`config.mk`:
```
export PLATFORM = sky130hd
export DESIGN_NAME = mem_ctrl_top
export DESIGN_NICKNAME = d
export VERILOG_FILES = /design/src/common/mem_ctrl_pkg.sv /design/src/rtl/loop_counter.sv /design/src/rtl/desc_table.sv /design/src/rd_path/rd_fsm.sv /design/src/rd_path/rd_addr_gen.sv /design/src/wr_path/wr_fsm.sv /design/src/rtl/mem_ctrl_top.sv
export VERILOG_INCLUDE_DIRS = /design/src /design/src/common
export SDC_FILE = /design/constraint.sdc
export NUM_CORES = 2
export LEC_CHECK = 0
export ABC_AREA = 1
export ABC_CLOCK_PERIOD_IN_PS = 18900
export BUFFER_PORTS_ARGS = -buffer_cell sky130_fd_sc_hd__buf_4
export CAP_MARGIN = 15
export CORE_MARGIN = 2
export CORE_UTILIZATION = 25
export DETAILED_ROUTE_END_ITERATION = 8
export HOLD_SLACK_MARGIN = 0.08
export MAX_ROUTING_LAYER = met4
export PLACE_DENSITY = 0.4
export SLEW_MARGIN = 20
export SYNTH_ARGS = -nofsm -noshare
export SYNTH_HDL_FRONTEND = slang
export SYNTH_HIERARCHICAL = 1
export SYNTH_SLANG_ARGS = --single-unit
```
`constraint.sdc`:
```
create_clock -name clk -period 18.9 [get_ports clk]
set_input_delay 0.945 -clock clk [delete_from_list [all_inputs] [get_ports clk]]
set_output_delay 0.945 -clock clk [all_outputs]
set_load 0.01 [all_outputs]
```
`src/common/mem_ctrl_params.svh`:
```
// widths and table depth of the request sequencer, included wherever the sizes are needed
`ifndef MEM_CTRL_PARAMS_SVH
`define MEM_CTRL_PARAMS_SVH

// byte address and transfer size
`define ADDR_W 32
`define SIZE_W 10

// loop counts
`define LOOP_W 8

// descriptor tables
`define DESC_IDX_W 3
`define DESC_DEPTH 8

`endif

```
`src/common/mem_ctrl_pkg.sv`:
```
// state, select and descriptor types of the request sequencer, imported by RTL and testbench
`include "mem_ctrl_params.svh"

package mem_ctrl_pkg;

  typedef enum logic [1:0] {
    RD_IDLE,  // waiting for start
    RD_LOAD,  // table word being fetched
    RD_BUSY   // issuing read requests
  } rd_state_e;

  typedef enum logic [1:0] {
    WR_IDLE,
    WR_LOAD,
    WR_BUSY,
    WR_WAIT_DONE  // all beats out, waiting on memory
  } wr_state_e;

  typedef enum logic {
    CFG_RD,
    CFG_WR
  } cfg_sel_e;

  // two nested loops, inner runs fastest
  typedef struct packed {
    logic [`ADDR_W-1:0] base;
    logic [`SIZE_W-1:0] size;
    logic [`ADDR_W-1:0] inner_offset;
    logic [`LOOP_W-1:0] inner_max;
    logic [`ADDR_W-1:0] outer_offset;
    logic [`LOOP_W-1:0] outer_max;
  } rd_desc_t;

  typedef struct packed {
    logic [`ADDR_W-1:0] base;
    logic [`SIZE_W-1:0] size;
    logic [`ADDR_W-1:0] offset;
    logic [`LOOP_W-1:0] loop_max;
  } wr_desc_t;

endpackage

```
`src/rtl/loop_counter.sv`:
```
// wrapping up-counter with a programmable maximum, used for every loop and index counter
module loop_counter #(
  parameter int width = 8
) (
  input  logic             clk,
  input  logic             reset,
  input  logic             clear,  // back to zero, wins over inc
  input  logic             inc,
  input  logic [width-1:0] max,
  output logic [width-1:0] count,
  output logic             wrap
);

  // last step of a pass
  assign wrap = inc && (count == max);

  always_ff @(posedge clk) begin
    if (reset || clear) begin
      count <= '0;
    end else if (wrap) begin
      count <= '0;
    end else if (inc) begin
      count <= count + 1'b1;
    end
  end

endmodule

```
`src/rtl/desc_table.sv`:
```
// read and write descriptor tables, filled from the config port and read out by index
`include "mem_ctrl_params.svh"

module desc_table
  import mem_ctrl_pkg::*;
(
  input  logic                         clk,
  input  logic                         cfg_valid,
  input  cfg_sel_e                     cfg_sel,
  input  logic [`DESC_IDX_W-1:0]       cfg_idx,
  input  logic [$bits(rd_desc_t)-1:0]  cfg_data,
  input  logic [`DESC_IDX_W-1:0]       rd_idx,
  input  logic [`DESC_IDX_W-1:0]       wr_idx,
  output rd_desc_t                     rd_desc,
  output wr_desc_t                     wr_desc
);

  rd_desc_t rd_tbl [`DESC_DEPTH];
  wr_desc_t wr_tbl [`DESC_DEPTH];

  // ********************
  // config writes
  // ********************

  always_ff @(posedge clk) begin
    if (cfg_valid && (cfg_sel == CFG_RD)) begin
      rd_tbl[cfg_idx] <= rd_desc_t'(cfg_data);
    end
    if (cfg_valid && (cfg_sel == CFG_WR)) begin
      // write word sits in the low bits
      wr_tbl[cfg_idx] <= wr_desc_t'(cfg_data[$bits(wr_desc_t)-1:0]);
    end
  end

  // ********************
  // registered reads
  // ********************

  always_ff @(posedge clk) begin
    rd_desc <= rd_tbl[rd_idx];  // one cycle after the index
    wr_desc <= wr_tbl[wr_idx];
  end

endmodule

```
`src/rd_path/rd_fsm.sv`:
```
// read sequencer FSM, walks the read descriptors and their two loops under the write throttle
`include "mem_ctrl_params.svh"

module rd_fsm
  import mem_ctrl_pkg::*;
(
  input  logic                   clk,
  input  logic                   reset,
  input  logic                   start,
  input  logic [`DESC_IDX_W-1:0] rd_desc_count,
  input  rd_desc_t               rd_desc,
  input  logic [`DESC_IDX_W-1:0] wr_idx,
  input  logic                   rd_ready,
  output logic                   rd_valid,
  output logic [`SIZE_W-1:0]     rd_size,
  output logic [`DESC_IDX_W-1:0] rd_idx,
  output logic                   addr_load,
  output logic                   addr_step,
  output logic                   inner_wrap
);

  rd_state_e              state;
  rd_state_e              state_next;
  logic [`DESC_IDX_W-1:0] last_idx;   // count minus one, held for the run
  logic [`DESC_IDX_W-1:0] idx_count;  // descriptor being issued
  logic                   idx_clear;
  logic                   idx_wrap;
  logic                   outer_wrap;
  logic                   rd_hs;

  assign idx_clear = (state == RD_IDLE) && start;
  assign rd_valid  = (state == RD_BUSY) && (idx_count <= wr_idx);  // throttle
  assign rd_hs     = rd_valid && rd_ready;
  assign addr_load = (state == RD_LOAD);
  assign addr_step = rd_hs;

  // table index runs one step ahead so the new word is there in RD_LOAD
  always_comb begin
    if (idx_clear || idx_wrap) begin
      rd_idx = '0;
    end else if (outer_wrap) begin
      rd_idx = idx_count + 1'b1;
    end else begin
      rd_idx = idx_count;
    end
  end

  always_ff @(posedge clk) begin
    if (reset) begin
      last_idx <= '0;
    end else if (idx_clear) begin
      last_idx <= rd_desc_count;
    end
  end

  always_ff @(posedge clk) begin
    if (addr_load) rd_size <= rd_desc.size;
  end

  // ********************
  // loop counters
  // ********************

  loop_counter #(.width(`LOOP_W)) u_inner (
    .clk(clk), .reset(reset), .clear(addr_load), .inc(rd_hs),
    .max(rd_desc.inner_max), .count(), .wrap(inner_wrap)
  );

  loop_counter #(.width(`LOOP_W)) u_outer (
    .clk(clk), .reset(reset), .clear(addr_load), .inc(inner_wrap),
    .max(rd_desc.outer_max), .count(), .wrap(outer_wrap)
  );

  loop_counter #(.width(`DESC_IDX_W)) u_index (
    .clk(clk), .reset(reset), .clear(idx_clear), .inc(outer_wrap),
    .max(last_idx), .count(idx_count), .wrap(idx_wrap)
  );

  // ********************
  // state machine
  // ********************

  always_ff @(posedge clk) begin
    if (reset) state <= RD_IDLE;
    else       state <= state_next;
  end

  always_comb begin
    state_next = state;
    case (state)
      RD_IDLE: if (start) state_next = RD_LOAD;
      RD_LOAD: state_next = RD_BUSY;  // single fetch cycle
      RD_BUSY: if (outer_wrap) state_next = idx_wrap ? RD_IDLE : RD_LOAD;
      default: state_next = RD_IDLE;
    endcase
  end

  // a stalled request stays up with the same size
  assert property (@(posedge clk) disable iff (reset)
    rd_valid && !rd_ready |=> rd_valid && $stable(rd_size));

  // once the write side lets a descriptor through it never closes on it again
  assert property (@(posedge clk) disable iff (reset)
    (state == RD_BUSY) && (idx_count <= wr_idx) |=>
      (state != RD_BUSY) || (idx_count <= wr_idx));

endmodule

```
`src/rd_path/rd_addr_gen.sv`:
```
// nested-loop read address registers, loaded and stepped by the read FSM
`include "mem_ctrl_params.svh"

module rd_addr_gen
  import mem_ctrl_pkg::*;
(
  input  logic               clk,
  input  logic               reset,
  input  logic               addr_load,
  input  logic               addr_step,
  input  logic               inner_wrap,
  input  rd_desc_t           rd_desc,
  output logic [`ADDR_W-1:0] rd_addr
);

  logic [`ADDR_W-1:0] row_addr;  // start of the current outer pass
  logic [`ADDR_W-1:0] row_next;

  assign row_next = row_addr + rd_desc.outer_offset;

  always_ff @(posedge clk) begin
    if (reset) begin
      row_addr <= '0;
      rd_addr  <= '0;
    end else if (addr_load) begin
      row_addr <= rd_desc.base;
      rd_addr  <= rd_desc.base;
    end else if (addr_step && inner_wrap) begin
      // new row, inner offset starts over
      row_addr <= row_next;
      rd_addr  <= row_next;
    end else if (addr_step) begin
      rd_addr <= rd_addr + rd_desc.inner_offset;
    end
  end

endmodule

```
`src/wr_path/wr_fsm.sv`:
```
// write sequencer FSM, issues the beats of each write descriptor and waits for completion
`include "mem_ctrl_params.svh"

module wr_fsm
  import mem_ctrl_pkg::*;
(
  input  logic                   clk,
  input  logic                   reset,
  input  logic                   start,
  input  logic [`DESC_IDX_W-1:0] wr_desc_count,
  input  wr_desc_t               wr_desc,
  input  logic                   wr_ready,
  input  logic                   wr_done,
  output logic                   wr_valid,
  output logic [`ADDR_W-1:0]     wr_addr,
  output logic [`SIZE_W-1:0]     wr_size,
  output logic [`DESC_IDX_W-1:0] wr_idx,
  output logic                   done
);

  wr_state_e              state;
  wr_state_e              state_next;
  logic [`DESC_IDX_W-1:0] last_idx;
  logic [`DESC_IDX_W-1:0] idx_count;  // descriptors finished so far
  logic                   idx_clear;
  logic                   idx_inc;
  logic                   last_desc;
  logic                   beat_wrap;
  logic                   wr_hs;

  assign idx_clear = (state == WR_IDLE) && start;
  assign last_desc = (idx_count == last_idx);
  // index parks on the last entry so reads stay unthrottled after the run
  assign idx_inc   = (state == WR_WAIT_DONE) && wr_done && !last_desc;
  assign done      = (state == WR_WAIT_DONE) && wr_done && last_desc;
  assign wr_valid  = (state == WR_BUSY);
  assign wr_hs     = wr_valid && wr_ready;

  always_comb begin
    if (idx_clear) wr_idx = '0;
    else if (idx_inc) wr_idx = idx_count + 1'b1;  // next word lands in WR_LOAD
    else wr_idx = idx_count;
  end

  always_ff @(posedge clk) begin
    if (reset) last_idx <= '0;
    else if (idx_clear) last_idx <= wr_desc_count;
  end

  // ********************
  // address and size
  // ********************

  always_ff @(posedge clk) begin
    if (reset) begin
      wr_addr <= '0;
    end else if (state == WR_LOAD) begin
      wr_addr <= wr_desc.base;
    end else if (wr_hs) begin
      wr_addr <= wr_addr + wr_desc.offset;
    end
  end

  always_ff @(posedge clk) begin
    if (state == WR_LOAD) wr_size <= wr_desc.size;
  end

  loop_counter #(.width(`LOOP_W)) u_beat (
    .clk(clk), .reset(reset), .clear(state == WR_LOAD), .inc(wr_hs),
    .max(wr_desc.loop_max), .count(), .wrap(beat_wrap)
  );

  loop_counter #(.width(`DESC_IDX_W)) u_index (
    .clk(clk), .reset(reset), .clear(idx_clear), .inc(idx_inc),
    .max(last_idx), .count(idx_count), .wrap()
  );

  // ********************
  // state machine
  // ********************

  always_ff @(posedge clk) begin
    if (reset) state <= WR_IDLE;
    else       state <= state_next;
  end

  always_comb begin
    state_next = state;
    case (state)
      WR_IDLE:      if (start) state_next = WR_LOAD;
      WR_LOAD:      state_next = WR_BUSY;
      WR_BUSY:      if (beat_wrap) state_next = WR_WAIT_DONE;
      WR_WAIT_DONE: if (wr_done) state_next = last_desc ? WR_IDLE : WR_LOAD;
      default:      state_next = WR_IDLE;
    endcase
  end

  // a stalled beat stays up with the same address and size
  assert property (@(posedge clk) disable iff (reset)
    wr_valid && !wr_ready |=> wr_valid && $stable(wr_addr) && $stable(wr_size));

endmodule

```
`src/rtl/mem_ctrl_top.sv`:
```
// top of the request sequencer, joins the descriptor table with the read and write paths
`include "mem_ctrl_params.svh"

module mem_ctrl_top
  import mem_ctrl_pkg::*;
(
  input  logic                        clk,
  input  logic                        reset,
  // descriptor config
  input  logic                        cfg_valid,
  input  cfg_sel_e                    cfg_sel,
  input  logic [`DESC_IDX_W-1:0]      cfg_idx,
  input  logic [$bits(rd_desc_t)-1:0] cfg_data,
  // run control
  input  logic                        start,
  input  logic [`DESC_IDX_W-1:0]      rd_desc_count,
  input  logic [`DESC_IDX_W-1:0]      wr_desc_count,
  // read requests
  output logic                        rd_valid,
  input  logic                        rd_ready,
  output logic [`ADDR_W-1:0]          rd_addr,
  output logic [`SIZE_W-1:0]          rd_size,
  // write requests
  output logic                        wr_valid,
  input  logic                        wr_ready,
  output logic [`ADDR_W-1:0]          wr_addr,
  output logic [`SIZE_W-1:0]          wr_size,
  input  logic                        wr_done,
  output logic                        done
);

  logic [`DESC_IDX_W-1:0] rd_idx;
  logic [`DESC_IDX_W-1:0] wr_idx;  // also the read throttle
  rd_desc_t               rd_desc;
  wr_desc_t               wr_desc;
  logic                   addr_load;
  logic                   addr_step;
  logic                   inner_wrap;

  desc_table u_desc_table (
    .clk(clk), .cfg_valid(cfg_valid), .cfg_sel(cfg_sel), .cfg_idx(cfg_idx),
    .cfg_data(cfg_data), .rd_idx(rd_idx), .wr_idx(wr_idx),
    .rd_desc(rd_desc), .wr_desc(wr_desc)
  );

  rd_fsm u_rd_fsm (
    .clk(clk), .reset(reset), .start(start), .rd_desc_count(rd_desc_count),
    .rd_desc(rd_desc), .wr_idx(wr_idx), .rd_ready(rd_ready),
    .rd_valid(rd_valid), .rd_size(rd_size), .rd_idx(rd_idx),
    .addr_load(addr_load), .addr_step(addr_step), .inner_wrap(inner_wrap)
  );

  rd_addr_gen u_rd_addr_gen (
    .clk(clk), .reset(reset), .addr_load(addr_load), .addr_step(addr_step),
    .inner_wrap(inner_wrap), .rd_desc(rd_desc), .rd_addr(rd_addr)
  );

  wr_fsm u_wr_fsm (
    .clk(clk), .reset(reset), .start(start), .wr_desc_count(wr_desc_count),
    .wr_desc(wr_desc), .wr_ready(wr_ready), .wr_done(wr_done),
    .wr_valid(wr_valid), .wr_addr(wr_addr), .wr_size(wr_size),
    .wr_idx(wr_idx), .done(done)
  );

endmodule

```
### Word level (Yosys, flattened, before mapping)

Memory sizes are Yosys's and may differ from the RTL's. A register that Yosys moved wholly into a read port is not among the register bits.
Index checks and enable logic that the tools add are counted.

| operators by class | value |
|---|---|
| add/subtract/negate cells | 8 |
| reduce and logical (&&, ||, !) cells | 34 |
| bitwise logic cells | 1 |
| order comparisons | 1 |
| equal/unequal tests | 15 |
| mux-type cells | 23 |

Operators with widths:

| cell | number |
|---|---|
| $mux 32 | 7 |
| $add 32x32->32 | 3 |
| $add 8x1->8 const B | 3 |
| $eq 8x8->1 | 3 |
| $logic_and 1x1->1 | 16 |
| $mux 3 | 4 |
| $ne 2x2->1 const B | 5 |
| $reduce_or 2->1 | 5 |
| $mux 2 | 4 |
| $pmux 2 s4 | 1 |
| $add 3x1->3 const B | 2 |
| $eq 2x2->1 const B | 3 |
| $eq 3x3->1 | 2 |
| $mux 1 | 6 |
| $pmux 2 s3 | 1 |
| $logic_or 1x1->1 | 5 |
| $eq 2x1->1 const B | 2 |
| $logic_not 2->1 | 2 |
| $reduce_bool 2->1 | 2 |
| $le 3x3->1 | 1 |
| $reduce_and 3->1 | 1 |
| $reduce_bool 3->1 | 1 |
| $reduce_and 2->1 | 1 |
| $logic_not 1->1 | 1 |
| $not 1->1 | 1 |

| word-level totals | value |
|---|---|
| memories kept | 2 |
| logic and storage cells | 98 |
| bits in registers | 156 |
| bits in writable memories | 1632 |
| bits of input ports | 139 |
| output and inout bits | 87 |

Memory list:

| name | depth | bits a word | rd ports | clocked after Yosys merged registers in | wr ports | line | RTL |
|---|---|---|---|---|---|---|---|
| u_desc_table.rd_tbl | 8 | 122 | 1 | 1 | 1 | desc_table.sv:18 | `` rd_desc_t rd_tbl [`DESC_DEPTH]; `` |
| u_desc_table.wr_tbl | 8 | 82 | 1 | 1 | 1 | desc_table.sv:19 | `` wr_desc_t wr_tbl [`DESC_DEPTH]; `` |

### Longest topological paths before layout

| depth | value |
|---|---|
| depth after elaboration | 14 |
| gate-level depth with buffers | 42 |

### By module

The synthesis kept the hierarchy.

Modules (own cells, without submodules):

| module | times used | cells each | area an instance (sq um) |
|---|---|---|---|
| desc_table | 1 | 7286 | 74863.0 |
| rd_addr_gen | 1 | 1228 | 6994.2 |
| wr_fsm | 1 | 731 | 4445.5 |
| loop_counter (u_rd_fsm.u_inner ...) | 3 | 81 | 530.5 |
| rd_fsm | 1 | 65 | 683.2 |
| loop_counter (u_rd_fsm.u_index ...) | 2 | 32 | 196.4 |

### Worst setup path after synthesis

No wires, ideal clock.

| timing path | value |
|---|---|
| kind | input -> register |
| start point | input port cfg_sel |
| end point | memory u_desc_table/rd_tbl[0][0] (netlist bit), enable pin |
| slack | 12065 ps |
| arrival time | 6231 ps |
| buffers on the path | 0 |
| stages on the path | 3 |
| required time | 18296 ps |
| path through | inv_1 -> nand2_1 -> nor2_1 |

| between the ends | value |
|---|---|
| word-level cells in the longest chain between the ends | 4 |

RTL lines:

| element | line | RTL |
|---|---|---|
| start, declared | mem_ctrl_top.sv:11 | `input cfg_sel_e cfg_sel,` |
| $not 1->1 | desc_table.sv:26 | `if (cfg_valid && (cfg_sel == CFG_RD)) begin` |
| $logic_and 1x1->1 | desc_table.sv:26 |  |
| $mux 1 | desc_table.sv:26 |  |
| $mux 1 (not written as such) | desc_table.sv:27 | `rd_tbl[cfg_idx] <= rd_desc_t'(cfg_data);` |
| end, declared | desc_table.sv:18 |  |

No other way between the ends.

### Final worst setup path

| timing path | value |
|---|---|
| start point | register u_wr_fsm.u_index.count[0] |
| end point | register u_desc_table/rd_desc[68] (netlist name) |

| between the ends | value |
|---|---|
| word-level cells in the longest chain between the ends | 13 |

RTL lines:

| element | line | RTL |
|---|---|---|
| start, declared | loop_counter.sv:10 | `output logic [width-1:0] count,` |
| start signal, assigned | loop_counter.sv:23 | `count <= count + 1'b1;` |
| parallel branches: the longest is 3 deep, another holds $add 3x1->3 | -- |  |
| $mux 3 (*) | -- |  |
| $mux 3 (*) | wr_fsm.sv:40 | `if (idx_clear) wr_idx = '0;` |
| net wr_idx[2] | mem_ctrl_top.sv:33 | `` logic [`DESC_IDX_W-1:0] wr_idx; `` |
| $le 3x3->1 (*) | rd_fsm.sv:32 | `assign rd_valid = (state == RD_BUSY) && (idx_count <= wr_idx);` |
| $logic_and 1x1->1 (*) | rd_fsm.sv:32 |  |
| $logic_and 1x1->1 (*) | rd_fsm.sv:33 | `assign rd_hs = rd_valid && rd_ready;` |
| net addr_step | mem_ctrl_top.sv:37 | `logic addr_step;` |
| $logic_and 1x1->1 (*) | loop_counter.sv:15 | `assign wrap = inc && (count == max);` |
| net inner_wrap | mem_ctrl_top.sv:38 | `logic inner_wrap;` |
| $logic_and 1x1->1 (*) | loop_counter.sv:15 |  |
| net u_rd_fsm.outer_wrap | rd_fsm.sv:28 | `logic outer_wrap;` |
| $logic_and 1x1->1 | loop_counter.sv:15 |  |
| $logic_or 1x1->1 | rd_fsm.sv:39 | `if (idx_clear \|\| idx_wrap) begin` |
| $mux 3 (*) | rd_fsm.sv:39 |  |
| net rd_idx[0] | mem_ctrl_top.sv:32 | `` logic [`DESC_IDX_W-1:0] rd_idx; `` |

Mark *: on every way through the listed nets, which the timed path passes.
A chain may end at the register's enable or synchronous reset.

==> flow_summary_export.csv <==
group,metric,value,unit
clocking,root_buffer,"clkbuf_16",
drt,finalWirelength,284,mm
sta,finClkSkew,0.0681,ns
setup_path,cp-end-kind,"register",
setup_path,crit_slowest_cell,"buf_4",
global_routing,grt_usage,15.9,%
die,die_h,601,µm
clocking,cts_buffer_depth,4,
die,core_area,355000,µm²
global_routing,grt_max_degree,148,
final_layout,area_growth,16.2,%
setup_path,startpoint,"u_wr_fsm/u_index/count[0]",
placement,place_area,95900,µm²
logic_synthesis,syn-num-nets,9866,
logic_synthesis,synth_warnings,6,
sta,slew_headroom,26.7,%
outcome,status,"finished clean",
clocking,clkSinkCount,1992,
placement,dp_cells,14300,
sta,fmax,118,MHz
sta,worstMarginPinSlew,1.10,ns
clocking,post_cts_buffers,0,
setup_path,worstPathArrival,9.19,ns
final_layout,drive_above_1_share,7.55,%
drt,firstDrtPassIters,5,
final_layout,finalNonFillerCells,14700,
sta,rsz0062_at_grt,"no",
clocking,clock_latency,0.89,ns
power,p_sw,2.63,mW
clocking,ctsHtreeMaxLevel,4,
global_routing,overflow,0,
die,io_pins,226,
power,sw_frac_of_total,25.0,%
job,cap_viol_max_count,0,
setup_path,reg2reg_from,"u_wr_fsm/u_index/count[0]",
logic_synthesis,syn_area,89000,µm²
power,comb_power_share,10.3,%
clocking,cts_tree,"yes",
power,power.internal,7.89,mW
logic_synthesis,synthCells,9616,
setup_path,path_delay_family,"buffers and inverters",
hold_path,hp-class,"primary input to register",
drt,routed-via-count,61200,
drt,postRouteAntennaNets,0,
setup_path,cpMostUsedCell,"nand2_1",
power,total_leakage_power,46.3,nW
final_layout,nNetsFinal,10000,
setup_path,cp_max_fo,61,
placement,dpl.hpwl,170,mm
final_layout,final_common_cell,"nand2_1",
setup_path,r2r-end,"u_desc_table/rd_desc[68]",
setup_path,cp.depth,38,
clocking,cts_hold_buf,0,
placement,gp_congestion,0.896,
clocking,path_clk_slew,0.06,ns
die,initial_utilization,25.1,%
power,power_density,102,nW/µm²
setup_path,cpPeakStageDelay,0.75,ns
global_routing,antenna_found_initial,40,
setup_path,cp.buffers_inverters,10,
setup_path,crit_type,"register to register",
sta,period_minus_slack,8.46,ns
setup_path,required,19.62,ns
power,peakVddDrop,0.0680,mV
die,placementRows,219,
sta,setup_tns,0,ns
drt,drtIter0Drc,3711,
power,pwr-share-clk,42.2,%
final_layout,fin_util,29.1,%
clocking,numCtsBuffers,221,
setup_path,crit_path_end,"u_desc_table/rd_desc[68]",
sta,period_share,44.8,%
global_routing,grt_pass1_wl,414,mm
global_routing,grt_pass1_vias,59600,
setup_path,r2r_slack,10.44,ns
drt,drc_errors,0,
placement,io_buffers,225,
power,seqPwrFrac,47.5,%
final_layout,layout_common_cells,"nand2_1, inv_1, edfxtp_1, nand3_1, dfxtp_1",
die,chipWidth,601,µm
clocking,cts_resized,0,
sta,setup_viol,0,
die,dieArea,361000,µm²
drt,vias_per_cell,4.15,
setup_path,reg2reg_depth,38,
setup_path,start_kind,"register",
drt,wire_per_inst,19.3,µm
sta,slew_violations,0,
final_layout,final_area,103000,µm²
logic_synthesis,syn_avg_cell_area,9.25,µm²
sta,hold_viol,0,
## power groups by stage
stage | clock (mW) | combinational (mW) | sequential [mW]
2_1_floorplan | 0 | 0.640 | 5.07
3_3_place_gp | 0 | 1.10 | 5.10
3_5_place_dp | 0 | 1.11 | 5.10
4_1_cts | 4.58 | 1.11 | 5.00
5_1_grt | 4.74 | 1.23 | 5.01
6_report | 4.44 | 1.09 | 5.00
## layout make-up
cell class                      count  area, µm²
Multi-Input combinational cell   5223      23400
Sequential cell                  1992      56400
Tap cell                         4751       5940
Inverter                         2042       7700
Clock inverter                     90        991
Fill cell                       37200     252000
Clock buffer                      316       6440
Timing Repair Buffer              306       2430
Antenna cell                       24       60.1
## routing by layer
metal / wire length (µm) / share of wire (%) / vias to the layer above / global-route usage [%]
met5: 0 / 0 / - / -
met2: 139000 / 49 / 996 / 26.8
li1: - / - / 30400 / -
met1: 127000 / 45 / 29400 / 19.8
met3: 10800 / 3.8 / 353 / 2.26
met4: 7370 / 2.6 / 0 / 4.12
## registers in the layout, summed over array words and instances, names as in the netlist
signal	count
u_rd_fsm/u_outer/count	8
u_wr_fsm/wr_addr	32
u_rd_fsm/u_inner/count	8
u_desc_table/rd_tbl	976
u_rd_fsm/last_idx	3
u_wr_fsm/last_idx	3
u_wr_fsm/state	2
u_wr_fsm/u_beat/count	8
u_desc_table/rd_desc	122
u_desc_table/wr_desc	82
u_wr_fsm/wr_size	10
u_rd_fsm/rd_size	10
u_wr_fsm/u_index/count	3
u_rd_fsm/u_index/count	3
u_rd_addr_gen/row_addr	32
u_rd_fsm/state	2
u_rd_addr_gen/rd_addr	32
u_desc_table/wr_tbl	656
## per-stage QoR
| stage | total power [mW] | worst slack, ns | hold WS (ns) |
|---|---|---|---|
| 2_1_floorplan | 5.71 | 12.06 | 0.386 |
| 3_3_place_gp | 6.20 | 10.26 | 0.389 |
| 3_5_place_dp | 6.20 | 10.08 | 0.390 |
| 4_1_cts | 10.7 | 10.20 | 0.202 |
| 5_1_grt | 11.0 | 9.51 | 0.240 |
| 6_report | 10.5 | 10.44 | 0.293 |
## worst min-delay path by stage
stage / startpoint / slack [ns] / cells after the start / to
final: cfg_data[83] / 0.29 / 1 / u_desc_table/rd_tbl[1][83]
after global routing: cfg_data[100] / 0.24 / 1 / u_desc_table/rd_tbl[6][100]
after CTS: cfg_data[83] / 0.20 / 1 / u_desc_table/rd_tbl[1][83]
after detailed placement: u_desc_table/rd_desc[86] / 0.39 / 0 / u_rd_fsm/rd_size[6]
after global placement: u_desc_table/rd_desc[83] / 0.39 / 0 / u_rd_fsm/rd_size[3]
after floorplan: u_desc_table/rd_desc[80] / 0.39 / 0 / u_rd_fsm/rd_size[0]
Note: power is estimated with default switching activity, not from simulation.
